### src/design/axi_bus_settings.svh
`ifndef AXI_BUS_SETTINGS_SVH
`define AXI_BUS_SETTINGS_SVH

// bus widths
`define AXI_ADDR_W 32
`define AXI_DATA_W 32
`define AXI_STRB_W 4
`define AXI_ID_W   4

// address map, one region per slave
`define S0_START_ADDR 32'h0000_0000
`define S0_END_ADDR   32'h0FFF_FFFF
`define S1_START_ADDR 32'h1000_0000
`define S1_END_ADDR   32'h1FFF_FF0F
`define S2_START_ADDR 32'h2000_0000
`define S2_END_ADDR   32'h2FFF_FF0F
`define S3_START_ADDR 32'h3000_0000
`define S3_END_ADDR   32'h3FFF_FF0F

`define MEM_DEPTH 256   // words, addr bits 9:2

`define RESP_OKAY   2'd0
`define RESP_DECERR 2'd3

// fixed panel pages 4..7
`define PANEL_PAT0 8'hAA
`define PANEL_PAT1 8'h55
`define PANEL_PAT2 8'hF0
`define PANEL_PAT3 8'h0F

`endif

### src/design/axi_bus_pkg.sv
`include "axi_bus_settings.svh"

package axi_bus_pkg;

    // single-beat request from the outside master
    typedef struct packed {
        logic                   write;
        logic [`AXI_ID_W-1:0]   id;
        logic [`AXI_ADDR_W-1:0] addr;
        logic [`AXI_DATA_W-1:0] wdata;
        logic [`AXI_STRB_W-1:0] strb;
    } bus_req_t;

    typedef struct packed {
        logic [`AXI_ID_W-1:0]   id;
        logic [`AXI_DATA_W-1:0] rdata;
        logic [1:0]             resp;
    } bus_rsp_t;

    typedef enum logic [1:0] {
        SEL_MEM,
        SEL_LED,
        SEL_ERR   // jtag, default slave and unmapped space
    } slave_sel_t;

    // request as seen by the slaves, with its decoded target
    typedef struct packed {
        logic                   write;
        logic [`AXI_ID_W-1:0]   id;
        logic [`AXI_ADDR_W-1:0] addr;
        logic [`AXI_DATA_W-1:0] wdata;
        logic [`AXI_STRB_W-1:0] strb;
        slave_sel_t             sel;
    } slave_req_t;

endpackage

### src/design/bus_request_decoder.sv
`include "axi_bus_settings.svh"

module bus_request_decoder
    import axi_bus_pkg::*;
(
    input  logic       sys_clk,
    input  logic       rst_n,
    input  logic       req_valid,
    output logic       req_ready,
    input  bus_req_t   req,
    input  logic       rsp_done,
    output slave_req_t slave_req,
    output logic       slave_stb
);

    function automatic slave_sel_t decode_region(input logic [`AXI_ADDR_W-1:0] addr);
        if (addr >= `S0_START_ADDR && addr <= `S0_END_ADDR) begin
            return SEL_MEM;
        end
        if (addr >= `S2_START_ADDR && addr <= `S2_END_ADDR) begin
            return SEL_LED;
        end
        // region 1 has no jtag slave here, region 3 is the default slave
        return SEL_ERR;
    endfunction

    logic       busy;
    logic       accept;
    slave_sel_t req_sel;

    assign req_ready = ~busy;   // one request in flight
    assign accept    = req_valid & req_ready;
    assign req_sel   = decode_region(req.addr);

    always_ff @(posedge sys_clk) begin
        if (!rst_n) begin
            busy      <= 1'b0;
            slave_stb <= 1'b0;
        end else begin
            slave_stb <= accept;
            if (accept) begin
                busy <= 1'b1;
            end else if (rsp_done) begin
                busy <= 1'b0;   // response has left
            end
        end
    end

    // held until the next acceptance
    always_ff @(posedge sys_clk) begin
        if (accept) begin
            slave_req.write <= req.write;
            slave_req.id    <= req.id;
            slave_req.addr  <= req.addr;
            slave_req.wdata <= req.wdata;
            slave_req.strb  <= req.strb;
            slave_req.sel   <= req_sel;
        end
    end

endmodule

### config.mk
export PLATFORM = sky130hd
export DESIGN_NAME = bus_request_decoder
export DESIGN_NICKNAME = d
export VERILOG_FILES = /design/src/design/axi_bus_pkg.sv /design/src/design/bus_request_decoder.sv
export VERILOG_INCLUDE_DIRS = /design/src /design/src/design
export SDC_FILE = /design/constraint.sdc
export NUM_CORES = 1
export LEC_CHECK = 0
export BUFFER_PORTS_ARGS = -buffer_cell sky130_fd_sc_hd__clkbuf_2
export CORE_ASPECT_RATIO = 0.6
export CORE_UTILIZATION = 30
export DETAILED_ROUTE_END_ITERATION = 10
export GPL_TIMING_DRIVEN = 0
export PLACE_DENSITY = 0.68
export SKIP_CTS_REPAIR_TIMING = 1
export SYNTH_ARGS = -nofsm -noshare
export SYNTH_HDL_FRONTEND = slang
export SYNTH_SLANG_ARGS = --single-unit
### constraint.sdc
create_clock -name sys_clk -period 4.4 [get_ports sys_clk]
set_clock_uncertainty 0.05 [all_clocks]
set_input_delay 0.44 -clock sys_clk [delete_from_list [all_inputs] [get_ports sys_clk]]
set_output_delay 0.44 -clock sys_clk [all_outputs]
set_load 0.01 [all_outputs]
== After elaboration in Yosys (flattened, before gate mapping) ==
Cells that the tools add are included.
Word-level totals
  logic and storage cells: 26
  output and inout bits: 77
  register bits: 77
  bits of input ports: 77
Cells by class
  bitwise gates (word level): 2
  reduce and logical (&&, ||, !) cells: 3
  magnitude comparators: 4
  mux-type cells: 9
Operator list (number)
  $ge A32 B1 Y1 const B: 1
  $ge A32 B30 Y1 const B: 1
  $le A32 B28 Y1 const B: 1
  $le A32 B30 Y1 const B: 1
  $mux W2: 4
  $mux W1: 5
  $logic_and A1 B1 Y1: 2
  $reduce_bool A2 Y1: 1
  $and A1 B1 Y1: 1
  $not A1 Y1: 1

== Logic depth before layout (Yosys ltp) ==
  word-level depth: 6
  gate-level depth with buffers: 3
  gate-level depth less buffers: 3

== Worst setup path before layout ==
OpenSTA, ideal clock, no wires.
  kind: input to register
  start: input port req_valid
  end: register slave_req[0] in the netlist's numbering (enable)
  setup slack: 0.087 ns
  data required time: 3.831 ns
  cell stages on the path: 1
  arrival time: 3.744 ns
  buffers on the path: 0
  setup time: 0.519 ns
  path through: nor2b_1
On the way
  cells in the longest elaborated chain, start to end: 1
RTL lines
  from (decl): line bus_request_decoder.sv:8  | input logic req_valid,
  $and A1 B1 Y1: line bus_request_decoder.sv:32  | assign accept = req_valid & req_ready;
  to (decl): line bus_request_decoder.sv:12  | output slave_req_t slave_req,
No other way between the ends.
A chain may end at the register's enable or synchronous reset.

== Worst setup path in the final report ==
  start: register busy
  end: register slave_req[59] in the netlist's numbering (enable)
On the way
  cells in the longest elaborated chain, start to end: 2
RTL lines
  from (decl): line bus_request_decoder.sv:27  | logic busy;
  from (signal assigned): line bus_request_decoder.sv:37  | busy <= 1'b0;
  from (signal assigned): line bus_request_decoder.sv:42  | busy <= 1'b1;
  from (signal assigned): line bus_request_decoder.sv:44  | busy <= 1'b0;
  $not A1 Y1: line bus_request_decoder.sv:31  | assign req_ready = ~busy;
  $and A1 B1 Y1: line bus_request_decoder.sv:32
  via accept: line bus_request_decoder.sv:28  | logic accept;
The timed path passes the listed nets, and every way through them passes these cells.

==> impl_metrics.json <==
{
  "netlist_top_cells_area": "edfxtp_1, dfxtp_1, o211a_1, nand4_1, and4_1",
  "cts_buffers": 9,
  "clkTransAtPathRegs_ps": 60,
  "pin_count": 154,
  "synth-adder-area-share_pct": 0,
  "hold_path.class": "input port to register",
  "clock.fmax_ghz": 0.620,
  "clock_latency_ps": 320,
  "wl_per_cell_um": 14.3,
  "status": "finished, final reports clean",
  "reg2reg_from": "busy$_SDFFE_PN0P_",
  "fin_crit_sh_pct": 36.7,
  "yosysUniqueCellTypes": 14,
  "fin_ws_ps": 2790,
  "synth-compound-area-share_pct": 1.04,
  "end_kind": "register",
  "report.final.slew_viol_count": 0,
  "finalCriticalPeriod_ps": 1610,
  "core-area_um2": 7510,
  "antenna_found_initial": 0,
  "start_kind": "register",
  "antenna_cells": 0,
  "yosysSeqAreaShare_pct": 95.5,
  "hold_end": "slave_req[17]$_DFFE_PP_",
  "cellPowerDensity_nw_per_um2": 473,
  "ys_ff_latch": 77,
  "holdPathStages": 1,
  "worstHoldStart": "req[15]",
  "postSynthCellCount": 94,
  "rr_endpoint": "slave_req[59]$_DFFE_PP_",
  "rows": 24,
  "die_area_um2": 8380,
  "clk_path_buf_depth": 2,
  "holdWs_ps": 234,
  "synth_area_per_cell_um2": 25.5,
  "finalSetupViolCount": 0,
  "place_worst_setup_slack_ps": 2560,
  "grt_usage_pct": 12.9,
  "rsz0062_at_grt": "false",
  "fp.dieW_um": 117,
  "grt_pass1_wl_um": 7850,
  "crit_required_ps": 4370,
  "drt-vias-per-instance": 4.20,
  "path_class": "register to register",
  "regToRegSetupSlack_ps": 2790,
  "grt_max_degree": 31,
  "drt-initial-drc-count": 83,
  "hold_violations": 0,
  "ir_drop_mv": 0.212,
  "first_pass_iters": 4,
  "drt_wl_total_um": 5270,
  "cp_max_fo": 30,
  "num_vias": 1548,
  "yosys.area_share.xor_xnor_pct": 0,
  "grt_pass1_vias": 1519,
  "p_leak_nw": 1.57,
  "r2r_cells": 2,
  "synth_nets": 171,
  "root_buffer": "clkbuf_16",
  "synth_top_family_by_area": "simple AND/OR/NAND/NOR gates",
  "relSlewSlack_pct": 50.6,
  "drive_gt1_share_pct": 64.5,
  "placed_area_um2": 3350,
  "seqCellArea_um2": 2290,
  "synthToLayoutAreaGrowth_pct": 52.1,
  "synth_top_area_share_pct": 93.8,
  "routabilityCongestion": 0.764,
  "h-tree-depth": 3,
  "portBuffers": 153,
  "drc": 0,
  "cts_tree": "done",
  "finalSetupTns_ps": 0,
  "multi_input_area_um2": 113,
  "muxShareOfSynthArea_pct": 0,
  "netlist.top_cell.by_area": "edfxtp_1",
  "ant_nets": 0,
  "yosys_warnings": 0,
  "worstMarginPinSlew_ps": 739,
  "fillers": 665,
  "fin_util_pct": 48.7,
  "cp.arrival_ps": 1590,
  "initial_utilization_pct": 32.0,
  "synth-simple-area-share_pct": 3.34,
  "syn_area_um2": 2400,
  "grt-ovfl-total": 0,
  "design_area_um2": 3650,
  "hpwl_um": 4150,
  "maxCapViolations": 0,
  "clock_sinks": 77,
  "die_height_um": 71.3,
  "nNetsFinal": 337
}
state kept, by name, indices dropped and copies added (netlist names):
name	count
slave_req	75
busy	1
slave_stb	1
where the power goes:
| group | internal, mW | switching (mW) | total (mW) |
|---|---|---|---|
| clock network | 0.443 | 0.283 | 0.726 |
| logic | 0.0586 | 0.0722 | 0.131 |
| registers | 0.858 | 0.0113 | 0.869 |
critical path: stages (launching register included):
cell,delay (ps)
dfxtp_1,350
nor2b_4,610
buf_12,280
cells in the mapped netlist:
cell type,n
nor2b_1,1
nand4_1,3
nor3_1,1
o211a_1,2
and4_1,2
nand2_1,2
nand3_1,1
or4_1,1
nor4_1,1
edfxtp_1,75
inv_1,1
dfxtp_1,2
o21ai_0,1
and2_1,1
metrics by stage:
| step | power [mW] | std cells |
|---|---|---|
| 3_3_place_gp | 1.01 | 351 |
| 3_5_place_dp | 1.02 | 353 |
| 6_report | 1.73 | 369 |
| 5_1_grt | 1.79 | 369 |
| 4_1_cts | 1.75 | 369 |
| 2_1_floorplan | 0.931 | 94 |
worst max path at each step:
stage | cells past startpoint | startpoint | end | slack (ps)
global placement | 2 | req_valid | slave_req[45]$_DFFE_PP_ | -1340
floorplan | 1 | req_valid | slave_req[0]$_SDFFCE_PP0P_ | 90
global route | 2 | busy$_SDFFE_PN0P_ | slave_req[57]$_DFFE_PP_ | 2660
CTS | 2 | busy$_SDFFE_PN0P_ | slave_req[46]$_DFFE_PP_ | 2770
finish | 2 | busy$_SDFFE_PN0P_ | slave_req[59]$_DFFE_PP_ | 2790
detailed placement | 3 | req_valid | slave_req[46]$_DFFE_PP_ | 2560
cells in the final DEF, fill, tap and decap left out, types with 2 or more instances in the layout:
| master | instances |
|---|---|
| nand2_1 | 2 |
| clkinv_4 | 2 |
| edfxtp_1 | 75 |
| clkbuf_16 | 9 |
| clkinvlp_4 | 2 |
| dfxtp_1 | 2 |
| o211a_1 | 2 |
| clkbuf_2 | 153 |
| nand4_1 | 3 |
| and4_1 | 2 |
area by class of cell:
class	count	share of cell area, %
Sequential cell	77	62.8
Timing Repair Buffer	155	22.3
Clock buffer	10	6.27
Tap cell	104	3.56
Multi-Input combinational cell	16	3.08
Clock inverter	6	1.95
Inverter	1	0.103
logic make-up (layout without fill, tap and decap cells):
group,after synthesis,in the layout
DFF,77,77
and+or+nand+nor,13,13
AOI/OAI and AO/OA,3,3
buffers and inverters,1,172
per-layer routing:
metal  routed length, um  global-route usage [%]
met3                 409                    4.62
met5                   0                       0
met4                  79                    6.84
met1                2280                    16.6
met2                2510                    19.5
(Power assumes the default switching activity.)
