[src/design/axi_bus_settings.svh]
`ifndef AXI_BUS_SETTINGS_SVH
`define AXI_BUS_SETTINGS_SVH

// bus widths
`define AXI_ADDR_W 32
`define AXI_DATA_W 32
`define AXI_STRB_W 4
`define AXI_ID_W   4

// address map, one region per slave
`define S0_START_ADDR 32'h0000_0000
`define S0_END_ADDR   32'h0FFF_FFFF
`define S1_START_ADDR 32'h1000_0000
`define S1_END_ADDR   32'h1FFF_FF0F
`define S2_START_ADDR 32'h2000_0000
`define S2_END_ADDR   32'h2FFF_FF0F
`define S3_START_ADDR 32'h3000_0000
`define S3_END_ADDR   32'h3FFF_FF0F

`define MEM_DEPTH 256   // words, addr bits 9:2

`define RESP_OKAY   2'd0
`define RESP_DECERR 2'd3

// fixed panel pages 4..7
`define PANEL_PAT0 8'hAA
`define PANEL_PAT1 8'h55
`define PANEL_PAT2 8'hF0
`define PANEL_PAT3 8'h0F

`endif

[src/design/axi_bus_pkg.sv]
`include "axi_bus_settings.svh"

package axi_bus_pkg;

    // single-beat request from the outside master
    typedef struct packed {
        logic                   write;
        logic [`AXI_ID_W-1:0]   id;
        logic [`AXI_ADDR_W-1:0] addr;
        logic [`AXI_DATA_W-1:0] wdata;
        logic [`AXI_STRB_W-1:0] strb;
    } bus_req_t;

    typedef struct packed {
        logic [`AXI_ID_W-1:0]   id;
        logic [`AXI_DATA_W-1:0] rdata;
        logic [1:0]             resp;
    } bus_rsp_t;

    typedef enum logic [1:0] {
        SEL_MEM,
        SEL_LED,
        SEL_ERR   // jtag, default slave and unmapped space
    } slave_sel_t;

    // request as seen by the slaves, with its decoded target
    typedef struct packed {
        logic                   write;
        logic [`AXI_ID_W-1:0]   id;
        logic [`AXI_ADDR_W-1:0] addr;
        logic [`AXI_DATA_W-1:0] wdata;
        logic [`AXI_STRB_W-1:0] strb;
        slave_sel_t             sel;
    } slave_req_t;

endpackage

[src/design/bus_response_stage.sv]
`include "axi_bus_settings.svh"

module bus_response_stage
    import axi_bus_pkg::*;
(
    input  logic                   sys_clk,
    input  logic                   rst_n,
    input  slave_req_t             slave_req,
    input  logic                   slave_stb,
    input  logic [`AXI_DATA_W-1:0] mem_rdata,
    input  logic [`AXI_DATA_W-1:0] led_rdata,
    output logic                   rsp_valid,
    input  logic                   rsp_ready,
    output bus_rsp_t               rsp,
    output logic                   rsp_done
);

    logic                 stb_q;       // slave data ready this cycle
    logic [`AXI_ID_W-1:0] pend_id;
    slave_sel_t           pend_sel;
    logic                 pend_write;
    bus_rsp_t             rsp_next;

    assign rsp_done = rsp_valid & rsp_ready;

    always_comb begin
        rsp_next.id    = pend_id;
        rsp_next.resp  = `RESP_OKAY;
        rsp_next.rdata = '0;
        case (pend_sel)
            SEL_MEM: rsp_next.rdata = pend_write ? '0 : mem_rdata;
            SEL_LED: rsp_next.rdata = pend_write ? '0 : led_rdata;
            default: rsp_next.resp  = `RESP_DECERR;
        endcase
    end

    always_ff @(posedge sys_clk) begin
        if (!rst_n) begin
            stb_q     <= 1'b0;
            rsp_valid <= 1'b0;
        end else begin
            stb_q <= slave_stb;
            if (stb_q) begin
                rsp_valid <= 1'b1;
            end else if (rsp_done) begin
                rsp_valid <= 1'b0;
            end
        end
    end

    always_ff @(posedge sys_clk) begin
        if (slave_stb) begin
            pend_id    <= slave_req.id;
            pend_sel   <= slave_req.sel;
            pend_write <= slave_req.write;
        end
        if (stb_q) begin
            rsp <= rsp_next;   // held while rsp_ready is low
        end
    end

endmodule

[config.mk]
export PLATFORM = sky130hd
export DESIGN_NAME = bus_response_stage
export DESIGN_NICKNAME = d
export VERILOG_FILES = /design/src/design/axi_bus_pkg.sv /design/src/design/bus_response_stage.sv
export VERILOG_INCLUDE_DIRS = /design/src /design/src/design
export SDC_FILE = /design/constraint.sdc
export NUM_CORES = 1
export LEC_CHECK = 0
export ABC_AREA = 1
export BUFFER_PORTS_ARGS = -buffer_cell sky130_fd_sc_hd__buf_2
export CORE_MARGIN = 1.5
export CORE_UTILIZATION = 40
export DETAILED_ROUTE_END_ITERATION = 16
export GPL_TIMING_DRIVEN = 0
export PLACE_DENSITY = 0.81
export SETUP_SLACK_MARGIN = 0.3
export SLEW_MARGIN = 10
export SYNTH_ARGS = -nofsm -noshare
export SYNTH_HDL_FRONTEND = slang
export SYNTH_SLANG_ARGS = --single-unit
[constraint.sdc]
create_clock -name sys_clk -period 1.8 [get_ports sys_clk]
set_input_delay 0.27 -clock sys_clk [delete_from_list [all_inputs] [get_ports sys_clk]]
set_output_delay 0.27 -clock sys_clk [all_outputs]
set_load 0.01 [all_outputs]
# Word-level counts from Yosys, hierarchy flattened
# Index checks and enable logic that the tools add are counted.
[classes] reduce_logical=3 n_mux=6 eq_ne=1 bitwise_logic=1
[op_table] operator="2-to-1 mux 32 bit" count=2
[op_table] operator="case mux 32 bit (2 select lines)" count=1
[op_table] operator="== test 2 x 1 -> 1 bit, second input constant" count=1
[op_table] operator="logical NOT 2 bit" count=1
[op_table] operator="2-to-1 mux 1 bit" count=2
[op_table] operator="2-to-1 mux 2 bit" count=1
[op_table] operator="nonzero test 2 bit" count=1
[op_table] operator="OR reduction 2 bit" count=1
[op_table] operator="AND 1 bit" count=1
[word_totals] inputBits=143 out_inout_bits=40 elab_cells=19 regBits=47

# Logic depth before layout (Yosys ltp)
[logic_depth] word_depth=3 depth_mapped=5 ltp_nobuf=4

# Least setup slack after synthesis
# No wires, ideal clock.
[synth_timing] kind="reg2reg" startpoint="register stb_q" endpoint="register rsp[0] (netlist bit) (enable)" setup_time_ns=0.397 arrival_ns=1.092 period_less_slack_ns=1.490 required_time_ns=1.403 path_stages_with_launch=1 path_slack_ns=0.310 n_path_buf=0 path_cell_list="dfxtp_1"
[synth_rtl] element="start, declared" line="bus_response_stage.sv:18" rtl="logic stb_q;"
[synth_rtl] element="start signal, assigned" line="bus_response_stage.sv:42" rtl="stb_q <= slave_stb;"
[synth_rtl] element="end signal, assigned" line="bus_response_stage.sv:58" rtl="rsp <= rsp_next;"
[synth_rtl] element="end, declared" line="bus_response_stage.sv:14" rtl="output bus_rsp_t rsp,"
# No word-level cell between the ends.

# Worst setup path in the final report
[layout_timing] startpoint="register stb_q" endpoint="register rsp[32] (netlist bit) (enable)"
# No word-level cell between the ends.

==> results_dict.tcl <==
set metrics [dict create \
    status "completed" \
    synth_warnings 0 \
    ctsHoldBuffers 0 \
    period_minus_slack_ns 1.30 \
    finalHoldViolCount 0 \
    met2_usage_pct 29.9 \
    leakage_nw 1.90 \
    totalWireLength_um 5070 \
    post-cts-setup-buffers 0 \
    route.detailed.drc 0 \
    place_congestion 0.780 \
    synth_nets 440 \
    path_clk_slew_ns 0.09 \
    seqPwrFrac_pct 50.0 \
    tightest_slew_ns 0.878 \
    synth-seq-cells 46 \
    power.internal_mw 1.93 \
    slew_viol_final 0 \
    met3_usage_pct 4.57 \
    stdcell_count 491 \
    start_util_pct 42.1 \
    clkLatencyLatePin_ns 0.30 \
    path_max_fanout 38 \
    avgViaCountPerCell 4.21 \
    ios 183 \
    end_kind "flop" \
    area_delta_synth_final_pct 33.9 \
    num_rows 27 \
    synthTopCellsByArea "edfxtp_1 (56%), nand2_1 (16%), inv_1 (11%)" \
    port_buffers 114 \
    htreeDepth 2 \
    hold_class "in -> reg" \
    fill_cells 516 \
    drt_iter0_drc 64 \
    power_frac_comb_pct 13.4 \
    grt.total_usage_pct 16.5 \
    layout-drive-gt1-share_pct 33.4 \
    die_area_sq_um 6370 \
    syn-instance-count 297 \
    p_sw_share_pct 22.9 \
    globalRoute.busiestLayer "met2" \
    clock.fmax_ghz 0.767 \
    cts-buffers-inserted 5 \
    antenna_cells 0 \
    synth.top_cell.area_share_pct 56.0 \
    slew_headroom_pct 41.5 \
    reg2reg_depth 0 \
    vias 2065 \
    cts_root_buffer "clkbuf_8" \
    setup_viol 0 \
    startpoint "stb_q$_SDFF_PN0_" \
    synth-simple-area-share_pct 26.9 \
    rsz0062_at_grt "no" \
    critPathRequiredTime_ns 1.72 \
    grt_pass1_vias 1914 \
    syn_area_per_cell_sq_um 7.95 \
    place_inst 483 \
    min_period_over_period_pct 72.4 \
    die_w_um 79.8 \
    yosysUniqueCellTypes 12 \
    finalPower_mw 2.51 \
    multiInputGateArea_sq_um 639 \
    dp_hpwl_um 3810 \
    antenna_found_initial 0 \
    maxCapViolCount 0 \
    r2r_start "stb_q$_SDFF_PN0_" \
    r2r-end "rsp[32]$_DFFE_PP_" \
    netlist_area_sq_um 2360 \
    tritoncts "built" \
    grt_overflow 0 \
    synth_compound_area_share_pct 0.212 \
    synthAdderAreaFrac_pct 0 \
    nets 561 \
    cts_buffer_depth 2 \
    cp_num_cells 0 \
    clock_sink_count 46 \
    grt_pass1_wl_um 8130 \
    coreArea_sq_um 5610 \
    synthXorXnorAreaFrac_pct 0 \
    arrival_ns 1.22 \
    die_h_um 79.8 \
    synth_top_family_by_area "simple AND/OR/NAND/NOR gates" \
    switchingPower_uw 575 \
    power_density_nw_per_um2 793 \
    crit_path_end "rsp[32]$_DFFE_PP_" \
    yosys.area.top_type "edfxtp_1" \
    grt_start_max_net_pins 39 \
    seq_area_sq_um 1360 \
    cp-start-kind "flop" \
    critPathKind "reg -> reg" \
    yosys-mux-area-fraction_pct 0 \
    rrSetupSlack_ns 0.50 \
    use_met1_pct 18.9 \
    ys_seq_area_share_pct 57.7 \
    wl_per_cell_um 10.3 \
    fin_skew_ns 0.0111 \
    ctsResizeCount 0 \
    fin_hold_ws_ns 0.139 \
    ant_nets 0 \
    vdd_drop_max_mv 0.478 \
    first_pass_iters 4 \
    p_clk_share_pct 36.6 \
]
metrics by stage:
step	TNS, ns	setup WS [ns]	area (sq um)	util (%)
5_1_grt	0	0.431	3160	56.4
4_1_cts	0	0.477	3160	56.4
2_1_floorplan	0	0.310	2360	-
6_report	0	0.496	3160	56.4
3_5_place_dp	0	0.496	3020	53.9
3_3_place_gp	-0.148	-0.00606	3020	53.9
Yosys cell counts, drive strengths merged:
cell     n
nand2   99
inv     70
nor2    66
edfxtp  44
buf     14
dfxtp    2
a21oi    1
clkbuf   1
cells in the final DEF (no fill, tap or decap):
master     count
clkinv_4       1
clkbuf_1       1
nor2_1        64
edfxtp_1      44
inv_2          1
buf_2        123
inv_1         69
nor2_4         2
dfxtp_1        1
buf_4          2
clkbuf_8       5
a21oi_1        1
buf_6          3
nand2_1       99
bufinv_16      2
dfxtp_2        1
per-layer routing:
metal / up-vias / part of all wire, % / wire (um)
li1: 1094 / - / -
met1: 878 / 42 / 2100
met2: 89 / 50 / 2530
met3: 4 / 8.0 / 403
met4: 0 / 0.61 / 31
met5: - / 0 / 0
cell type report:
cell class	instances	area share, %
plain buffers	15	3.09
clock buffers	5	2.18
clock inverters	3	2.18
inverters	70	8.31
multi-input cells	166	20.2
flip-flops and latches	46	43.1
well taps	72	2.85
repair buffers	114	18.1
cell families (layout without fill, tap and decap cells):
kind of cell	count (synthesis)	in the layout
and+or+nand+nor	165	165
AOI/OAI and AO/OA	1	1
buffers and inverters	85	207
DFF	46	46
flip-flops by register name, indices dropped and copies added, names as in the netlist:
name / cells
pend_id: 4
rsp: 37
pend_write: 1
stb_q: 1
rsp_valid: 1
pend_sel: 2
power by group through the flow:
stage                     clock [mW]  sequential, mW  combinational [mW]
after floorplan                    0            1.28               0.181
after global placement             0            1.28               0.331
after detailed placement           0            1.28               0.341
after CTS                      0.932            1.25               0.342
after global routing           0.980            1.26               0.386
final                          0.917            1.25               0.337
worst min path at each step:
| stage | start | to | slack [ns] | cells past startpoint |
|---|---|---|---|---|
| after global routing | slave_req[72] | pend_id[2]$_DFFE_PP_ | 0.13 | 1 |
| after detailed placement | pend_id[3]$_DFFE_PP_ | rsp[37]$_DFFE_PP_ | 0.40 | 0 |
| after floorplan | rst_n | stb_q$_SDFF_PN0_ | 0.36 | 2 |
| final | slave_req[71] | pend_id[1]$_DFFE_PP_ | 0.14 | 1 |
| after global placement | pend_id[0]$_DFFE_PP_ | rsp[34]$_DFFE_PP_ | 0.40 | 0 |
| after CTS | slave_req[71] | pend_id[1]$_DFFE_PP_ | 0.13 | 1 |
Note: power is estimated with default switching activity, not from simulation.
