File: src/design/axi_bus_settings.svh
`ifndef AXI_BUS_SETTINGS_SVH
`define AXI_BUS_SETTINGS_SVH

// bus widths
`define AXI_ADDR_W 32
`define AXI_DATA_W 32
`define AXI_STRB_W 4
`define AXI_ID_W   4

// address map, one region per slave
`define S0_START_ADDR 32'h0000_0000
`define S0_END_ADDR   32'h0FFF_FFFF
`define S1_START_ADDR 32'h1000_0000
`define S1_END_ADDR   32'h1FFF_FF0F
`define S2_START_ADDR 32'h2000_0000
`define S2_END_ADDR   32'h2FFF_FF0F
`define S3_START_ADDR 32'h3000_0000
`define S3_END_ADDR   32'h3FFF_FF0F

`define MEM_DEPTH 256   // words, addr bits 9:2

`define RESP_OKAY   2'd0
`define RESP_DECERR 2'd3

// fixed panel pages 4..7
`define PANEL_PAT0 8'hAA
`define PANEL_PAT1 8'h55
`define PANEL_PAT2 8'hF0
`define PANEL_PAT3 8'h0F

`endif

File: src/design/axi_bus_pkg.sv
`include "axi_bus_settings.svh"

package axi_bus_pkg;

    // single-beat request from the outside master
    typedef struct packed {
        logic                   write;
        logic [`AXI_ID_W-1:0]   id;
        logic [`AXI_ADDR_W-1:0] addr;
        logic [`AXI_DATA_W-1:0] wdata;
        logic [`AXI_STRB_W-1:0] strb;
    } bus_req_t;

    typedef struct packed {
        logic [`AXI_ID_W-1:0]   id;
        logic [`AXI_DATA_W-1:0] rdata;
        logic [1:0]             resp;
    } bus_rsp_t;

    typedef enum logic [1:0] {
        SEL_MEM,
        SEL_LED,
        SEL_ERR   // jtag, default slave and unmapped space
    } slave_sel_t;

    // request as seen by the slaves, with its decoded target
    typedef struct packed {
        logic                   write;
        logic [`AXI_ID_W-1:0]   id;
        logic [`AXI_ADDR_W-1:0] addr;
        logic [`AXI_DATA_W-1:0] wdata;
        logic [`AXI_STRB_W-1:0] strb;
        slave_sel_t             sel;
    } slave_req_t;

endpackage

File: src/design/led_panel.sv
`include "axi_bus_settings.svh"

module led_panel
    import axi_bus_pkg::*;
(
    input  logic                   sys_clk,
    input  logic                   rst_n,
    input  logic                   btn_up,
    input  logic                   btn_down,
    input  logic [`AXI_DATA_W-1:0] led_value,
    output logic [7:0]             led8,
    output logic [3:0]             led4
);

    logic [1:0] btn_s1;     // {down, up}
    logic [1:0] btn_s2;
    logic [1:0] btn_rise;
    logic [2:0] page;
    logic [7:0] pat_byte;
    logic [7:0] shown;

    assign btn_rise = btn_s1 & ~btn_s2;

    always_ff @(posedge sys_clk) begin
        if (!rst_n) begin
            btn_s1 <= '0;
            btn_s2 <= '0;
        end else begin
            btn_s1 <= {btn_down, btn_up};
            btn_s2 <= btn_s1;
        end
    end

    // wraps both ways, simultaneous presses cancel
    always_ff @(posedge sys_clk) begin
        if (!rst_n) begin
            page <= '0;
        end else begin
            case (btn_rise)
                2'b01:   page <= page + 3'd1;
                2'b10:   page <= page - 3'd1;
                default: page <= page;
            endcase
        end
    end

    always_comb begin
        case (page[1:0])
            2'd0:    pat_byte = `PANEL_PAT0;
            2'd1:    pat_byte = `PANEL_PAT1;
            2'd2:    pat_byte = `PANEL_PAT2;
            default: pat_byte = `PANEL_PAT3;
        endcase
    end

    // pages 0..3 are the led register, byte 0 first
    assign shown = page[2] ? pat_byte : led_value[page[1:0]*8 +: 8];
    assign led8  = ~shown;   // active low
    assign led4  = {1'b0, page};

endmodule

File: config.mk
export PLATFORM = sky130hd
export DESIGN_NAME = led_panel
export DESIGN_NICKNAME = d
export VERILOG_FILES = /design/src/design/axi_bus_pkg.sv /design/src/design/led_panel.sv
export VERILOG_INCLUDE_DIRS = /design/src /design/src/design
export SDC_FILE = /design/constraint.sdc
export NUM_CORES = 1
export LEC_CHECK = 0
export BUFFER_PORTS_ARGS = -buffer_cell sky130_fd_sc_hd__buf_2
export CAP_MARGIN = 20
export CELL_PAD_IN_SITES_DETAIL_PLACEMENT = 2
export CELL_PAD_IN_SITES_GLOBAL_PLACEMENT = 2
export CORE_ASPECT_RATIO = 1.1
export CORE_UTILIZATION = 21
export CTS_BUF_LIST = sky130_fd_sc_hd__clkbuf_4
export CTS_CLUSTER_SIZE = 40
export DETAILED_ROUTE_END_ITERATION = 10
export PLACE_DENSITY = 0.89
export SLEW_MARGIN = 5
export SYNTH_ARGS = -nofsm -noshare
export SYNTH_HDL_FRONTEND = slang
export SYNTH_SLANG_ARGS = --single-unit
File: constraint.sdc
create_clock -name sys_clk -period 2 [get_ports sys_clk]
set_input_delay 0.4 -clock sys_clk [delete_from_list [all_inputs] [get_ports sys_clk]]
set_output_delay 0.4 -clock sys_clk [all_outputs]
set_load 0.1 [all_outputs]
# Word level (Yosys, flattened, before mapping)
# Index checks and enable logic that the tools add are counted.
[word_totals]
word_cells = 18
reg_bits = 7
n_memories = 0
in_bits = 36
output_inout_bits = 12
romBits = 0
ramBits = 0
latch_bits = 0
[classes]
multipliers = 0
addsub = 2
muxes = 3
eq_ne = 4
n_bitwise = 3
shifts = 1
order_cmp = 0
reduce_logical = 2
div = 0
[ops]
columns = ["op", "count"]
rows = [
  ["$shiftx 32x6->8", 1],
  ["$pmux 8 s3", 1],
  ["$mux 8", 1],
  ["$not 8->8", 1],
  ["$pmux 3 s2", 1],
  ["$eq 2x1->1 const B", 2],
  ["$eq 2x2->1 const B", 2],
  ["$add 3x1->3 const B", 1],
  ["$sub 3x1->3 const B", 1],
  ["$and 2x2->2", 1],
  ["$logic_not 2->1", 1],
  ["$not 2->2", 1],
  ["$reduce_bool 2->1", 1],
]

# Logic depth before layout (Yosys ltp)
[depth]
word_depth = 4
depth_mapped = 7
mapped_depth_nobuf = 7

# Least setup slack after synthesis
# No wires, ideal clock.
[synth_path]
path_type = "register to output"
startpoint = "register page[0]"
endpoint = "output port led8[4]"
n_path_buf = 2
path_slack_ps = -2628
t_required_ps = 1600
stages_incl_launch_ff = 6
arrival_ps = 4228
path_cell_list = "dfxtp_1 buf_6 buf_6 inv_1 ha_1 a222oi_1"
[synth_via]
elab_chain_len = 4
word_cells_on_any_way = 7
classes_between = "eq/ne (2); shift (1); mux (2); bitwise (1); reduce/logical (1)"
[synth_lines]
columns = ["element", "line", "source"]
rows = [
  ["start: declaration", "led_panel.sv:18", "logic [2:0] page;"],
  ["start signal: assignment", "led_panel.sv:40", "2'b01: page <= page + 3'd1;"],
  ["start signal: assignment", "led_panel.sv:41", "2'b10: page <= page - 3'd1;"],
  ["start signal: assignment", "led_panel.sv:42", "default: page <= page;"],
  ["branches (longest 2 deep; another with $shiftx 32x6->8)", "-", ""],
  ["$mux 8 *", "led_panel.sv:57", "assign shown = page[2] ? pat_byte : led_value[page[1:0]*8 +: 8];"],
  ["$not 8->8 *", "led_panel.sv:58", "assign led8 = ~shown;"],
  ["end: declaration", "led_panel.sv:11", "output logic [7:0] led8,"],
]
# Every way passes the cells marked *.

# Final worst setup path
# Same ends and word-level chain as after synthesis.

==> Implementation_results.wiki <==
{| class="wikitable"
! Metric !! Value
|-
| Area of all sequential standard cells || 151 um^2
|-
| Clock slew at the register clock pins of the worst setup and hold paths || 0.06 ns
|-
| Run status || finished with violations
|-
| Endpoint class of the critical path || output pin
|-
| Number of fillers in the final layout || 325
|-
| Height of the die || 60.9 um
|-
| Sequential group share of total power || 0.138
|-
| Final setup TNS || -0.447 ns
|-
| Post-detailed-placement half-perimeter wirelength || 2080 um
|-
| Final worst-path setup slack || -0.142 ns
|-
| Sw Share || 0.505
|-
| Failing checks || setup timing
|-
| Static Leak || 0.608 nW
|-
| Pre-CTS setup slack || 0.0452 ns
|-
| CTS root buf || sky130_fd_sc_hd__clkbuf_4
|-
| Hold violation count in the final report || 0
|-
| Full die area || 3380 um^2
|-
| Global-route congestion overflow total || 0
|-
| Highest net fanout along the worst path || 8
|-
| Width of the chip || 55.5 um
|-
| Relative area change from synthesis to final layout || 103%
|-
| Effective utilization at floorplan || 0.219
|-
| Number of I/O port buffers || 46
|-
| GRT Resource Usage Total || 0.159
|-
| Number of placement rows || 21
|-
| Mean instance size in the synthesized netlist || 8.94 um^2
|-
| Hold/Removal Path Class || in2reg
|-
| Internal Pwr Total || 0.634 mW
|-
| Final wirelength || 2790 um
|-
| First drt pass iteration count || 4
|-
| Antenna violations before repair || 0
|-
| Yosys synthesis warning count || 0
|-
| Power density over the cells || 955 nW/um^2
|-
| I/O Pins || 48
|-
| FF+latch count, synth || 7
|-
| Number of design-rule violations left by the first detailed-router iteration || 5
|-
| Period utilisation layout || 1.07
|-
| Average vias per placed instance || 4.66
|-
| Number of buffers added by the clock tree synthesis step || 3
|-
| Switching power summed over all nets || 0.648 mW
|-
| Sequential element share of the synthesized area || 0.212
|-
| Required time of the critical path || 1.60 ns
|-
| Finish-stage setup viols || 8
|-
| Most common cell after layout, fill and taps aside || sky130_fd_sc_hd__buf_2
|-
| Maximum number of pins on one net before global-route repair || 11
|-
| DR DRC count || 0
|-
| Post-layout util || 0.444
|-
| Cell count after synthesis || 74
|-
| Diodes inserted || 0
|-
| Total number of vias || 765
|-
| Comb power frac || 0.751
|-
| Final count of pins violating max slew || 0
|-
| Post-DRT Antenna Nets || 0
|-
| Total of max-cap violations || 0
|-
| Ratio of cells with drive above 1 in the final layout || 0.731
|-
| Multi-input gate area in the final layout || 641 um^2
|-
| Net count of the mapped netlist || 116
|-
| Clock tree from TritonCTS || done
|-
| Drt wl/cell || 17.0 um
|-
| Number of global-route vias before repair || 881
|-
| Post-layout min period || 2.14 ns
|-
| Number of nets in the finished design || 173
|-
| Relative contribution of the clock network to total power || 0.111
|-
| Synth unique cells || 24
|-
| Worst supply voltage drop on vdd || 0.504 mV
|-
| Post-route worst hold slack || 0.370 ns
|-
| Hold-fix buffer count after cts || 0
|-
| Global-route wire length before repair || 4120 um
|-
| Maximum buffer depth of the clock tree || 2
|-
| Top achievable clock speed || 467 MHz
|-
| Clk Latency, worst-skew pair || 0.25 ns
|-
| Worst setup path category || reg2out
|-
| Core Footprint || 3020 um^2
|-
| Count of H-tree levels built during CTS || 1
|-
| RSZ-0062 raised after global routing || yes
|-
| Clock Sink Count || 7
|-
| Leading cell types in the layout, fill and taps excluded || sky130_fd_sc_hd__buf_2, sky130_fd_sc_hd__buf_4, sky130_fd_sc_hd__buf_12
|-
| Final total power || 1.28 mW
|-
| Data arrival time of the worst path || 1.74 ns
|-
| Critical Path Source Type || flip-flop
|-
| Weighted congestion at the end of routability-driven global placement || 0.705
|-
| Setup Skew || 0.00723 ns
|-
| Post-Synthesis Cell Area || 662 um^2
|}
-- layer usage --
layer,track usage,vias to the layer above,share of wire
li1,-,370,-
met1,0.156,372,0.35
met2,0.356,23,0.62
met3,0.0235,0,0.034
met4,0.0214,0,0
met5,0,-,0
-- cell type report --
type                            count  share of cell area
Clock buffer                        4              0.0224
Inverter                            3              0.0140
Multi-Input combinational cell     59               0.478
Sequential cell                     7               0.113
Tap cell                           34              0.0317
Timing Repair Buffer               57               0.341
-- state kept, by name, indices dropped and copies added, names as in the netlist --
name,flops
btn_s1,2
btn_s2,2
page,3
-- final timing paths --
check	start	cells after the start	slack, ns	to
max	page[0]$_SDFFE_PN0P_	3	-0.14	led8[4]
min	btn_up	2	0.37	btn_s1[0]$_SDFF_PN0_
min reg2reg	btn_s1[0]$_SDFF_PN0_	1	0.47	btn_s2[0]$_SDFF_PN0_
max reg2reg	btn_s1[1]$_SDFF_PN0_	7	0.16	page[2]$_SDFFE_PN0P_
-- kinds of logic after synthesis --
kind of cell               after synthesis  synth area share
buffers and inverters                    8            0.0756
AOI/OAI and AO/OA                       12             0.132
other                                    1           0.00567
and+or+nand+nor                         22             0.163
xor gates and xnor gates                 2            0.0265
DFF                                      7             0.212
adders and majority gates                6             0.125
muxes                                   16             0.261
-- timing repair --
action                     in CTS  in global routing
setup endpoints to repair       8                  8
resized for setup              16                 13
buffers inserted                3                  4
pin swaps                       6                  4
-- power by group through the flow --
stage               combinational, mW  sequential [mW]  clock (mW)
global placement                0.798            0.183           0
detailed placement              0.828            0.186           0
finish                          0.962            0.177       0.142
global route                    0.993            0.179       0.160
floorplan                       0.526            0.214           0
CTS                             0.907            0.177       0.147
-- worst max-delay path, stage by stage (launching register included) --
cell	delay, ns
sky130_fd_sc_hd__dfxtp_4	0.45
sky130_fd_sc_hd__mux2_4	0.32
sky130_fd_sc_hd__a222oi_1	0.34
sky130_fd_sc_hd__bufbuf_16	0.38
-- cells in the mapped netlist --
master | n | area [um^2]
sky130_fd_sc_hd__fa_1 | 1 | 20.0
sky130_fd_sc_hd__mux2_4 | 2 | 30.0
sky130_fd_sc_hd__buf_2 | 1 | 5.00
sky130_fd_sc_hd__a222oi_1 | 2 | 20.0
sky130_fd_sc_hd__nand2_1 | 9 | 33.8
sky130_fd_sc_hd__nand2b_1 | 1 | 6.26
sky130_fd_sc_hd__buf_4 | 1 | 7.51
sky130_fd_sc_hd__a21boi_0 | 1 | 7.51
sky130_fd_sc_hd__xnor2_1 | 1 | 8.76
sky130_fd_sc_hd__and2_1 | 6 | 37.5
sky130_fd_sc_hd__nor2b_1 | 2 | 12.5
sky130_fd_sc_hd__inv_1 | 3 | 11.3
sky130_fd_sc_hd__clkbuf_1 | 1 | 3.75
sky130_fd_sc_hd__buf_6 | 2 | 22.5
sky130_fd_sc_hd__nor2_1 | 3 | 11.3
sky130_fd_sc_hd__a22oi_1 | 6 | 45.0
sky130_fd_sc_hd__xor2_1 | 1 | 8.76
sky130_fd_sc_hd__or3_1 | 1 | 6.26
sky130_fd_sc_hd__dfxtp_1 | 7 | 140
sky130_fd_sc_hd__mux2i_1 | 12 | 120
sky130_fd_sc_hd__o21ai_0 | 3 | 15.0
sky130_fd_sc_hd__mux2_2 | 2 | 22.5
sky130_fd_sc_hd__ha_1 | 5 | 62.6
sky130_fd_sc_hd__conb_1 | 1 | 3.75
-- through the flow --
step,cell area (um^2),cells
floorplan,741,74
detailed placement,1110,153
finish,1340,164
global placement,1110,153
global route,1340,164
CTS,1240,160
Power figures use the tool's default switching activity.
