`src/design/axi_bus_settings.svh`:
```
`ifndef AXI_BUS_SETTINGS_SVH
`define AXI_BUS_SETTINGS_SVH

// bus widths
`define AXI_ADDR_W 32
`define AXI_DATA_W 32
`define AXI_STRB_W 4
`define AXI_ID_W   4

// address map, one region per slave
`define S0_START_ADDR 32'h0000_0000
`define S0_END_ADDR   32'h0FFF_FFFF
`define S1_START_ADDR 32'h1000_0000
`define S1_END_ADDR   32'h1FFF_FF0F
`define S2_START_ADDR 32'h2000_0000
`define S2_END_ADDR   32'h2FFF_FF0F
`define S3_START_ADDR 32'h3000_0000
`define S3_END_ADDR   32'h3FFF_FF0F

`define MEM_DEPTH 256   // words, addr bits 9:2

`define RESP_OKAY   2'd0
`define RESP_DECERR 2'd3

// fixed panel pages 4..7
`define PANEL_PAT0 8'hAA
`define PANEL_PAT1 8'h55
`define PANEL_PAT2 8'hF0
`define PANEL_PAT3 8'h0F

`endif

```
`src/design/axi_bus_pkg.sv`:
```
`include "axi_bus_settings.svh"

package axi_bus_pkg;

    // single-beat request from the outside master
    typedef struct packed {
        logic                   write;
        logic [`AXI_ID_W-1:0]   id;
        logic [`AXI_ADDR_W-1:0] addr;
        logic [`AXI_DATA_W-1:0] wdata;
        logic [`AXI_STRB_W-1:0] strb;
    } bus_req_t;

    typedef struct packed {
        logic [`AXI_ID_W-1:0]   id;
        logic [`AXI_DATA_W-1:0] rdata;
        logic [1:0]             resp;
    } bus_rsp_t;

    typedef enum logic [1:0] {
        SEL_MEM,
        SEL_LED,
        SEL_ERR   // jtag, default slave and unmapped space
    } slave_sel_t;

    // request as seen by the slaves, with its decoded target
    typedef struct packed {
        logic                   write;
        logic [`AXI_ID_W-1:0]   id;
        logic [`AXI_ADDR_W-1:0] addr;
        logic [`AXI_DATA_W-1:0] wdata;
        logic [`AXI_STRB_W-1:0] strb;
        slave_sel_t             sel;
    } slave_req_t;

endpackage

```
`src/design/led_slave.sv`:
```
`include "axi_bus_settings.svh"

module led_slave
    import axi_bus_pkg::*;
(
    input  logic                   sys_clk,
    input  logic                   rst_n,
    input  slave_req_t             slave_req,
    input  logic                   slave_stb,
    output logic [`AXI_DATA_W-1:0] led_rdata,
    output logic [`AXI_DATA_W-1:0] led_value
);

    logic [`AXI_DATA_W-1:0] led_reg;
    logic                   hit;

    // single register, offset within the region is ignored
    assign hit       = slave_stb && (slave_req.sel == SEL_LED);
    assign led_value = led_reg;

    always_ff @(posedge sys_clk) begin
        if (!rst_n) begin
            led_reg <= '0;
        end else if (hit && slave_req.write) begin
            for (int i = 0; i < `AXI_STRB_W; i++) begin
                if (slave_req.strb[i]) begin
                    led_reg[i*8 +: 8] <= slave_req.wdata[i*8 +: 8];
                end
            end
        end
    end

    always_ff @(posedge sys_clk) begin
        if (hit) begin
            led_rdata <= led_reg;
        end
    end

endmodule

```
`config.mk`:
```
export PLATFORM = sky130hd
export DESIGN_NAME = led_slave
export DESIGN_NICKNAME = d
export VERILOG_FILES = /design/src/design/axi_bus_pkg.sv /design/src/design/led_slave.sv
export VERILOG_INCLUDE_DIRS = /design/src /design/src/design
export SDC_FILE = /design/constraint.sdc
export NUM_CORES = 1
export LEC_CHECK = 0
export ABC_AREA = 1
export BUFFER_PORTS_ARGS = -buffer_cell sky130_fd_sc_hd__buf_4
export CORE_UTILIZATION = 47
export DETAILED_ROUTE_END_ITERATION = 12
export PLACE_DENSITY = 0.85
export REMOVE_ABC_BUFFERS = 1
export SYNTH_ARGS = -nofsm -noshare
export SYNTH_HDL_FRONTEND = slang
export SYNTH_SLANG_ARGS = --single-unit
```
`constraint.sdc`:
```
create_clock -name sys_clk -period 2.13 [get_ports sys_clk]
set_clock_uncertainty 0.05 [all_clocks]
set_input_delay 0.426 -clock sys_clk [delete_from_list [all_inputs] [get_ports sys_clk]]
set_output_delay 0.426 -clock sys_clk [all_outputs]
set_load 0.01 [all_outputs]
```
# After elaboration in Yosys (flattened, before gate mapping)
# Cells that the tools add are included.
totals:
  wordCells: 12
  out_inout_bits: 64
  register_bits: 64
  input_bits: 78
classes:
  n_reduce_logical: 6
  eq_ne: 1
ops:
  columns: ["operator", "count"]
  rows:
  - ["$reduce_and A2 Y1", 4]
  - ["$eq A2 B1 Y1 const B", 1]
  - ["$logic_and A1 B1 Y1", 2]

# Depth between registers and ports, before layout
# Gate-level depths: netlist (run 1).
depth:
  depth_word: 4
  depth_mapped: 6
  depth_no_buf: 5

# Worst setup path after synthesis (run 1)
# Ideal clock, no wire load.
synth_timing:
  path_type: "input port to flip-flop"
  startpoint: "input port slave_stb"
  endpoint: "register led_rdata[0] (enable)"
  path_stages: 3
  setup_time_ns: 0.347
  required_ns: 1.733
  n_path_buf: 1
  arrival_time_ns: 0.974
  path_slack_ns: 0.759
  cell_sequence: "nand2_1 -> nor2_4 -> buf_4"
synth_between:
  elab_chain_cells: 1
synth_rtl:
  columns: ["element", "line", "text"]
  rows:
  - ["start, declared", "led_slave.sv:9", "input logic slave_stb,"]
  - ["$logic_and A1 B1 Y1", "led_slave.sv:18", "assign hit = slave_stb && (slave_req.sel == SEL_LED);"]
  - ["named net hit", "led_slave.sv:15", "logic hit;"]
  - ["end signal, assigned", "led_slave.sv:35", "led_rdata <= led_reg;"]
  - ["end, declared", "led_slave.sv:10", "output logic [`AXI_DATA_W-1:0] led_rdata,"]
# The timed path passes the listed nets, and every way through them passes these cells.
# A chain may end at the register's enable or synchronous reset.

# Worst setup path after layout (run 1)
layout_timing:
  startpoint: "register led_rdata[6]"
  endpoint: "output port led_rdata[6]"
# No word-level cell between the ends.

==> impl_metrics.tcl, run 1 <==
set metrics [dict create \
    max_slew_margin_pct 75.18 \
    route.detailed.drc 0 \
    hold_viol_final 0 \
    final_cells 425 \
    postPlaceCellArea_um2 3269 \
    status "finished clean" \
    synth_area_leaders "edfxtp_1 39%, dfxtp_1 26%, nor2_1 9.8%" \
    cp_slowest_cell "edfxtp_1" \
    synth_compound_area_share_pct 0 \
    holdBufCountCts 0 \
    fin_area_um2 3437 \
    path_max_fanout 1 \
    yosysWarnings 0 \
    fmax_ghz 0.7468 \
    cp_num_cells 1 \
    wirelength_mm 5.518 \
    avgViaCountPerCell 4.849 \
    wl_per_cell_um 12.98 \
    holdCritPathClass "input pin to register" \
    r2r_setup_slack_ps 1470 \
    antenna_found_initial 0 \
    maxCapViolCount 0 \
    final_util_pct 70.44 \
    yosys_register_bits 64 \
    slowest_delay_ps 380 \
    grt_pass1_vias 1856 \
    area_growth_pct 39.94 \
    first_pass_iters 5 \
    worst-r2r-cell-count 2 \
    clock_latency_ps 320 \
    synth_area_per_cell_um2 9.824 \
    drt_iter0_markers 86 \
    ctsHtreeMaxLevel 3 \
    dp.final_hpwl_mm 3.848 \
    critPathArrivalTime_ps 860 \
    ir_drop_mv 0.4246 \
    ys_types 11 \
    period_needed_ps 1339 \
    finalSetupViolCount 0 \
    grtUsageTotal_pct 20.63 \
    worstMarginPinSlew_ps 372.3 \
    synth_xor_area_share_pct 0 \
    fp-row-count 25 \
    ant_nets 0 \
    setup-tns-final_ps 0 \
    r2r-end "led_value[8]$_SDFFE_PN0P_" \
    crit_type "register to output port" \
    grt_max_degree 34 \
    slew_violations 0 \
    synth_top_family_by_area "simple AND/OR/NAND/NOR gates" \
    crit_chain "buf_4" \
    numPortBuffers 105 \
    synth_seq_area_share_pct 65.21 \
    total_leakage_power_nw 1.629 \
    synth_area_leader_cell "edfxtp_1" \
    required_ps 1650 \
    synthSimpleGateAreaFrac_pct 26.13 \
    grt_overflow_total 0 \
    rsz0062_at_grt "false" \
    synth_cells 250 \
    crit_path_start_kind "register" \
    diodes 0 \
    synthMuxAreaShare_pct 0 \
    crit_end "led_rdata[6]" \
    die_width_um 74.29 \
    initial_core_util_pct 50.33 \
    dieArea_um2 5519 \
    cts-buffers-inserted 9 \
    synth.top_cell.area_share_pct 39.12 \
    cts_root_buf "clkbuf_8" \
    clock_sinks 64 \
    die_h_um 74.29 \
    setup.worst_path.start "led_rdata[6]$_DFFE_PP_" \
    clockBufferDepth 2 \
    critical_path.endpoint_type "output port" \
    vias 2061 \
    period_share_pct 62.87 \
    nNetsFinal 432 \
    path_buf_inv 1 \
    place_congestion 0.6929 \
    dp_cells 410 \
    worstReg2RegStart "led_value[8]$_SDFFE_PN0P_" \
    powerDensity_nw_per_um2 704.7 \
    io_pins 142 \
    netlist_area_um2 2456 \
    cts_resized 0 \
    cts_tree "built" \
    synth_fa_ha_area_share_pct 0 \
    grt_pass1_wl_mm 8.404 \
    core_area_um2 4880 \
    clk_pin_slew_ps 60 \
    cts_setup_buffers 0 \
    critical-path-top-delay-family "flip-flops" \
    layout-drive-gt1-share_pct 34.92 \
]
layout by cell type (no fill, tap or decap):
master,synthesis,routed
dfxtp_1,32,32
inv_1,37,37
nand4_4,1,1
clkinv_2,0,1
nand4_1,32,32
buf_4,4,107
nand2_1,33,33
clkbuf_1,0,3
nor2_4,5,5
clkbuf_8,0,11
nor2_1,64,64
edfxtp_1,32,32
worst min path at each step:
stage | to | depth (start not counted) | slack, ps | startpoint
2_1_floorplan | led_rdata[0]$_DFFE_PP_ | 0 | 450 | led_value[0]$_SDFFE_PN0P_
3_5_place_dp | led_rdata[2]$_DFFE_PP_ | 0 | 390 | led_value[2]$_SDFFE_PN0P_
4_1_cts | led_value[3]$_SDFFE_PN0P_ | 5 | 370 | slave_req[9]
3_3_place_gp | led_rdata[31]$_DFFE_PP_ | 0 | 390 | led_value[31]$_SDFFE_PN0P_
6_report | led_value[17]$_SDFFE_PN0P_ | 5 | 370 | slave_req[23]
5_1_grt | led_value[3]$_SDFFE_PN0P_ | 5 | 380 | slave_req[9]
registers in the layout, indices dropped and copies added (netlist names):
| register | count |
|---|---|
| led_rdata | 32 |
| led_value | 32 |
area by class of cell:
cell class	instances	area (um^2)
clock buffer	14	162.7
clock inverter	1	5.005
fill	391	1443
inverter	37	138.9
multi-input combinational	135	641.9
sequential	64	1602
tap	67	83.83
timing repair buffer	107	803.3
logic make-up after synthesis:
kind of cell | Yosys count
AND/OR/NAND/NOR | 135
flip-flops | 64
buffers and inverters | 51
per-stage QoR:
step | hold slack, ps | worst slack, ps | power (W)
final | 373.1 | 790.9 | 0.002422
after global routing | 383.0 | 745.6 | 0.002511
after CTS | 365.6 | 773.3 | 0.002442
after detailed placement | 392.4 | 585.3 | 0.001570
after global placement | 392.3 | 607.7 | 0.001562
after floorplan | 450.1 | 361.3 | 0.001430
synth_stat cells:
master,instances
buf_1,5
buf_2,5
buf_4,4
dfxtp_1,32
edfxtp_1,32
inv_1,37
nand2_1,33
nand4_1,32
nand4_4,1
nor2_1,64
nor2_4,5
worst min-delay path, cell delays in order:
cell and delay, ps:
buf_4 70, inv_1 30, nand4_1 70, nand2_1 50, nor2_1 70
report_power, final:
part / switching, W / total, W / internal [W]
combinational: 0.000112 / 0.000214 / 0.000102
sequential: 0.0000135 / 0.00133 / 0.00132
clock: 0.000401 / 0.000880 / 0.000479
routing by layer:
metal	global-route usage [%]	up-vias	wire (um)	part of all wire, %
li1	-	1022	-	-
met5	0	-	0	0
met4	8.176	0	76	1.4
met2	37.37	79	2977	54
met3	6.369	9	373	6.8
met1	22.48	951	2090	38
No activity file was read; power rests on OpenSTA's default activity.
==> run 2: changes to the inputs <==
- CORE_UTILIZATION: 47 -> 39
- PLACE_DENSITY: 0.85 -> 0.75
- clock period: 2.13 -> 1.1 ns (I/O delays scaled with it)
==> run 2 against run 1 <==
  * The run now ends with negative setup slack left
  * Non-clock buffer count increased by 4
  * Setup slack worse by 840 ps
  * Critical path type unchanged
  * First-iteration DRC count is 30% lower
  * Die area increased by 20%
  * Largest cell class unchanged
  * Wire length is 3.3% higher
  * Flip-flop and latch count is the same
==> impl_metrics.tcl, run 2 (synthesis gave the netlist of run 1 again) <==
set metrics [dict create \
    grtUsageMet1_pct 19.25 \
    die_h_um 81.36 \
    grt_pass1_vias 1842 \
    drt_iter0_markers 60 \
    cts-buffers-inserted 9 \
    maxCapViolCount 0 \
    io_pins 142 \
    worstReg2RegStart "led_value[5]$_SDFFE_PN0P_" \
    crit_type "register to output port" \
    dp.final_hpwl_mm 3.893 \
    period_share_pct 104.5 \
    cts_root_buf "clkbuf_8" \
    critPathArrivalTime_ps 880 \
    clk_pin_slew_ps 70 \
    required_ps 830 \
    r2r_setup_slack_ps 450 \
    slew_violations 0 \
    grt_overflow_total 0 \
    place_congestion 0.6956 \
    clock_sinks 64 \
    area_growth_pct 48.45 \
    ctsHtreeMaxLevel 3 \
    final_cell_mix "78 x buf_4, 64 x nor2_1, 37 x inv_1, 33 x nand2_1" \
    wl_per_cell_um 13.04 \
    worst-r2r-cell-count 2 \
    met2_usage_pct 28.83 \
    die_width_um 81.36 \
    layout_commonest_cell "buf_4" \
    crit_path_start_kind "register" \
    holdCritPathClass "input pin to register" \
    route.detailed.drc 0 \
    dieArea_um2 6619 \
    max_slew_margin_pct 78.76 \
    finalPower_w 0.004699 \
    grtUsageTotal_pct 16.93 \
    finalSetupViolCount 23 \
    hold_path.startpoint "slave_req[17]" \
    grt_pass1_wl_mm 8.280 \
    nNetsFinal 436 \
    final_cells 437 \
    status "complete, but fails checks" \
    clockBufferDepth 2 \
    violations "negative setup slack" \
    cts_setup_buffers 0 \
    worstMarginPinSlew_ps 318.7 \
    grt_use_met3_pct 4.719 \
    fill_cells 511 \
    critical_path.endpoint_type "output port" \
    numPortBuffers 105 \
    ir_drop_mv 0.8023 \
    initial_core_util_pct 41.00 \
    layout-drive-gt1-share_pct 43.65 \
    grt_max_degree 33 \
    total_leakage_power_nw 1.697 \
    ant_nets 0 \
    powerDensity_nw_per_um2 1289 \
    fmax_ghz 0.8702 \
    critical-path-top-delay-family "flip-flops" \
    hold_viol_final 0 \
    clock_latency_ps 320 \
    core_area_um2 5991 \
    cp_num_cells 1 \
    pre_cts_ws_ps -90.95 \
    path_max_fanout 1 \
    r2r-end "led_value[5]$_SDFFE_PN0P_" \
    period_needed_ps 1149 \
    crit_chain "buf_6" \
    diodes 0 \
    setup.worst_path.start "led_rdata[24]$_DFFE_PP_" \
    cp_slowest_cell "edfxtp_1" \
    slowest_delay_ps 420 \
    crit_end "led_rdata[24]" \
    avgViaCountPerCell 4.629 \
    rsz0062_at_grt "true" \
    antenna_found_initial 0 \
    cts_tree "built" \
    top_usage_layer "met2" \
    wirelength_mm 5.698 \
    first_pass_iters 4 \
    fp-row-count 28 \
    dp_cells 422 \
    path_buf_inv 1 \
    vias 2023 \
    fin_ws_ps -49.10 \
]
-- run 2: cell count changes in the layout (fill, tap and decap cells not counted) --
cell | before | now
clkbuf_8 | 11 | 10
dfxtp_1 | 32 | 2
buf_12 | 0 | 2
clkbuf_1 | 3 | 4
dfxtp_2 | 0 | 30
buf_4 | 107 | 78
buf_6 | 0 | 31
-- run 2: worst min path at each step --
| stage | end | slack (ps) | depth (start not counted) |
|---|---|---|---|
| after detailed placement | led_rdata[21]$_DFFE_PP_ | 400 | 0 |
| after global placement | led_rdata[10]$_DFFE_PP_ | 400 | 0 |
| after floorplan | led_value[0]$_SDFFE_PN0P_ | 290 | 2 |
| after CTS | led_value[11]$_SDFFE_PN0P_ | 150 | 5 |
| after global routing | led_rdata[10]$_DFFE_PP_ | 170 | 2 |
| final | led_value[11]$_SDFFE_PN0P_ | 160 | 5 |
-- run 2: stage by stage --
step	hold slack [ps]	area (um^2)	utilization, %	TNS, ps
global route	170.3	3646	60.86	-1483
detailed placement	398.3	3334	55.66	-3898
CTS	148.8	3546	59.19	-769.5
global placement	395.1	3334	55.66	-2893
finish	155.7	3646	60.86	-326.0
floorplan	291.3	2382	-	-29400
-- run 2: power by group --
group          switching (W)  internal [W]
Combinational       0.000219      0.000226
Sequential         0.0000300       0.00255
Clock               0.000805      0.000868
-- run 2: what timing repair did --
| action | CTS | global route |
|---|---|---|
| hold buffers | 0 | 0 |
| endpoints found under the setup margin | 38 | 55 |
| gates resized for setup | 19 | 42 |
| hold endpoints to repair | 0 | 0 |
-- run 2: layer usage --
layer	up-vias	part of all wire [%]
li1	1020	-
met1	911	39
met2	79	53
met3	13	6.2
met4	0	2.2
met5	-	0
-- run 2: cell type report --
class                      count  area, um^2  share of cell area, %
sequential                    64        1639                  44.96
timing repair buffer         111       974.7                  26.73
multi-input combinational    135       641.9                  17.60
clock buffer                  14       152.6                  4.187
inverter                      37       138.9                  3.809
tap                           75       93.84                  2.574
clock inverter                 1       5.005                 0.1373
-- run 2: worst register-to-register path, delay by kind of cell, from the launching register on --
family	cells	cell delay, ps
AND/OR/NAND/NOR	2	170
flip-flops	1	330
==> run 3: changes to the inputs <==
- MAX_ROUTING_LAYER: unset -> met4
==> run 3 against run 2 <==
  * The flow still finishes with violations (negative setup slack)
  * Final area unchanged
  * Combinational power about the same
  * Register-to-register slack about the same
  * Count of clock-buffer cells in the layout unchanged
  * Via count decreased by 0.49%
  * Utilization unchanged
  * Setup slack got worse by 0.55 ps
  * Sequential power about the same
  * Flip-flop and latch count unchanged
  * Non-clock buffer count unchanged
  * Critical path depth unchanged
  * Critical path type unchanged
  * Largest cell class unchanged
  * Largest power group unchanged
  * Highest routed layer unchanged
==> impl_metrics.tcl, run 3 (synthesis gave the netlist of run 1 again) <==
set metrics [dict create \
    numPortBuffers 105 \
    worstMarginPinSlew_ps 317.2 \
    grt_pass1_wl_mm 8.280 \
    slew_violations 0 \
    vias 2013 \
    ctsHtreeMaxLevel 3 \
    violations "negative setup slack" \
    maxCapViolCount 0 \
    io_pins 142 \
    finalSetupViolCount 24 \
    clk_pin_slew_ps 70 \
    ir_drop_mv 0.8067 \
    dp.final_hpwl_mm 3.893 \
    avgViaCountPerCell 4.606 \
    slowest_delay_ps 420 \
    fin_area_um2 3646 \
    area_growth_pct 48.45 \
    total_leakage_power_nw 1.697 \
    core_area_um2 5991 \
    cts_root_buf "clkbuf_8" \
    drt_iter0_markers 80 \
    period_needed_ps 1150 \
    first_pass_iters 4 \
    dieArea_um2 6619 \
    crit_type "register to output port" \
    nNetsFinal 436 \
    initial_core_util_pct 41.00 \
    die_width_um 81.36 \
    grt_max_degree 33 \
    critical-path-top-delay-family "flip-flops" \
    switching_power_w 0.001056 \
    clock_sinks 64 \
    fin_ws_ps -49.65 \
    rsz0062_at_grt "true" \
    final_util_pct 60.86 \
    grt_pass1_vias 1843 \
    holdCritPathClass "input pin to register" \
    period_share_pct 104.5 \
    ant_nets 0 \
    path_buf_inv 1 \
    layout_commonest_cell "buf_4" \
    power_frac_seq_pct 54.9 \
    wirelength_mm 5.695 \
    finalPower_w 0.004701 \
    cp_slowest_cell "edfxtp_1" \
    clockBufferDepth 2 \
    grt_overflow_total 0 \
    die_h_um 81.36 \
    route.detailed.drc 0 \
    max_slew_margin_pct 78.86 \
    holdWs_ps 155.5 \
    antenna_found_initial 0 \
    pwr-share-comb_pct 9.5 \
    p_int_w 0.003645 \
    fp-row-count 28 \
    critical_path.endpoint_type "output port" \
    postPlaceCellArea_um2 3334 \
    final_cell_mix "78 x buf_4, 64 x nor2_1, 37 x inv_1, 33 x nand2_1" \
    grtUsageTotal_pct 17.43 \
    cts-buffers-inserted 9 \
    layout-drive-gt1-share_pct 43.65 \
    place_congestion 0.7031 \
    setup-tns-final_ps -330.9 \
    crit_path_start_kind "register" \
    crit_chain "buf_6" \
    required_ps 830 \
    power_switching_share_pct 22.47 \
    diodes 0 \
    holdBufCountCts 0 \
    critPathArrivalTime_ps 880 \
    p_clk_share_pct 35.6 \
    hold_viol_final 0 \
    clock_latency_ps 320 \
    powerDensity_nw_per_um2 1289 \
    fill_cells 511 \
    status "complete, but fails checks" \
    path_max_fanout 1 \
    cts_tree "built" \
    wl_per_cell_um 13.03 \
    fmax_ghz 0.8698 \
]
==> run 3: routing by layer <==
layer	part of all wire [%]	track usage [%]	wire [um]
met1	40	19.75	2271
met2	52	28.83	2981
met3	5.8	3.933	332
met4	1.9	8.571	110
met5	0	-	0
==> run 3: path summary, 6_finish.rpt <==
| kind | from | to | slack [ps] | cells after the start |
|---|---|---|---|---|
| max | led_rdata[24]$_DFFE_PP_ | led_rdata[24] | -50 | 1 |
| min | slave_req[17] | led_value[11]$_SDFFE_PN0P_ | 160 | 5 |
| max reg2reg | led_value[5]$_SDFFE_PN0P_ | led_value[5]$_SDFFE_PN0P_ | 450 | 2 |
| min reg2reg | led_value[21]$_SDFFE_PN0P_ | led_rdata[21]$_DFFE_PP_ | 390 | 0 |
==> run 3: area by class of cell <==
cell class,instances,area [um^2],share of cell area [%]
Sequential cell,64,1639,44.96
Timing Repair Buffer,111,974.7,26.73
Multi-Input combinational cell,135,641.9,17.60
Clock buffer,14,152.6,4.187
Inverter,37,138.9,3.809
Tap cell,75,93.84,2.574
Clock inverter,1,5.005,0.1373
==> run 3: what timing repair did <==
| action | in CTS | in global routing |
|---|---|---|
| resized for setup | 19 | 42 |
| setup buffers | 0 | 0 |
| hold endpoints to repair | 0 | 0 |
| endpoints found under the setup margin | 38 | 55 |
==> run 3: power by group through the flow <==
stage / Clock (W) / Combinational [W] / Sequential [W]
floorplan: 0 / 0.000125 / 0.00264
global placement: 0 / 0.000427 / 0.00262
detailed placement: 0 / 0.000435 / 0.00262
CTS: 0.00171 / 0.000441 / 0.00257
global route: 0.00181 / 0.000489 / 0.00259
finish: 0.00168 / 0.000445 / 0.00258
==> run 3: stage by stage <==
| stage | cells | setup slack, ps |
|---|---|---|
| floorplan | 236 | -462.7 |
| global placement | 422 | -72.77 |
| detailed placement | 422 | -90.95 |
| CTS | 437 | -45.31 |
| global route | 437 | -71.69 |
| finish | 437 | -49.65 |
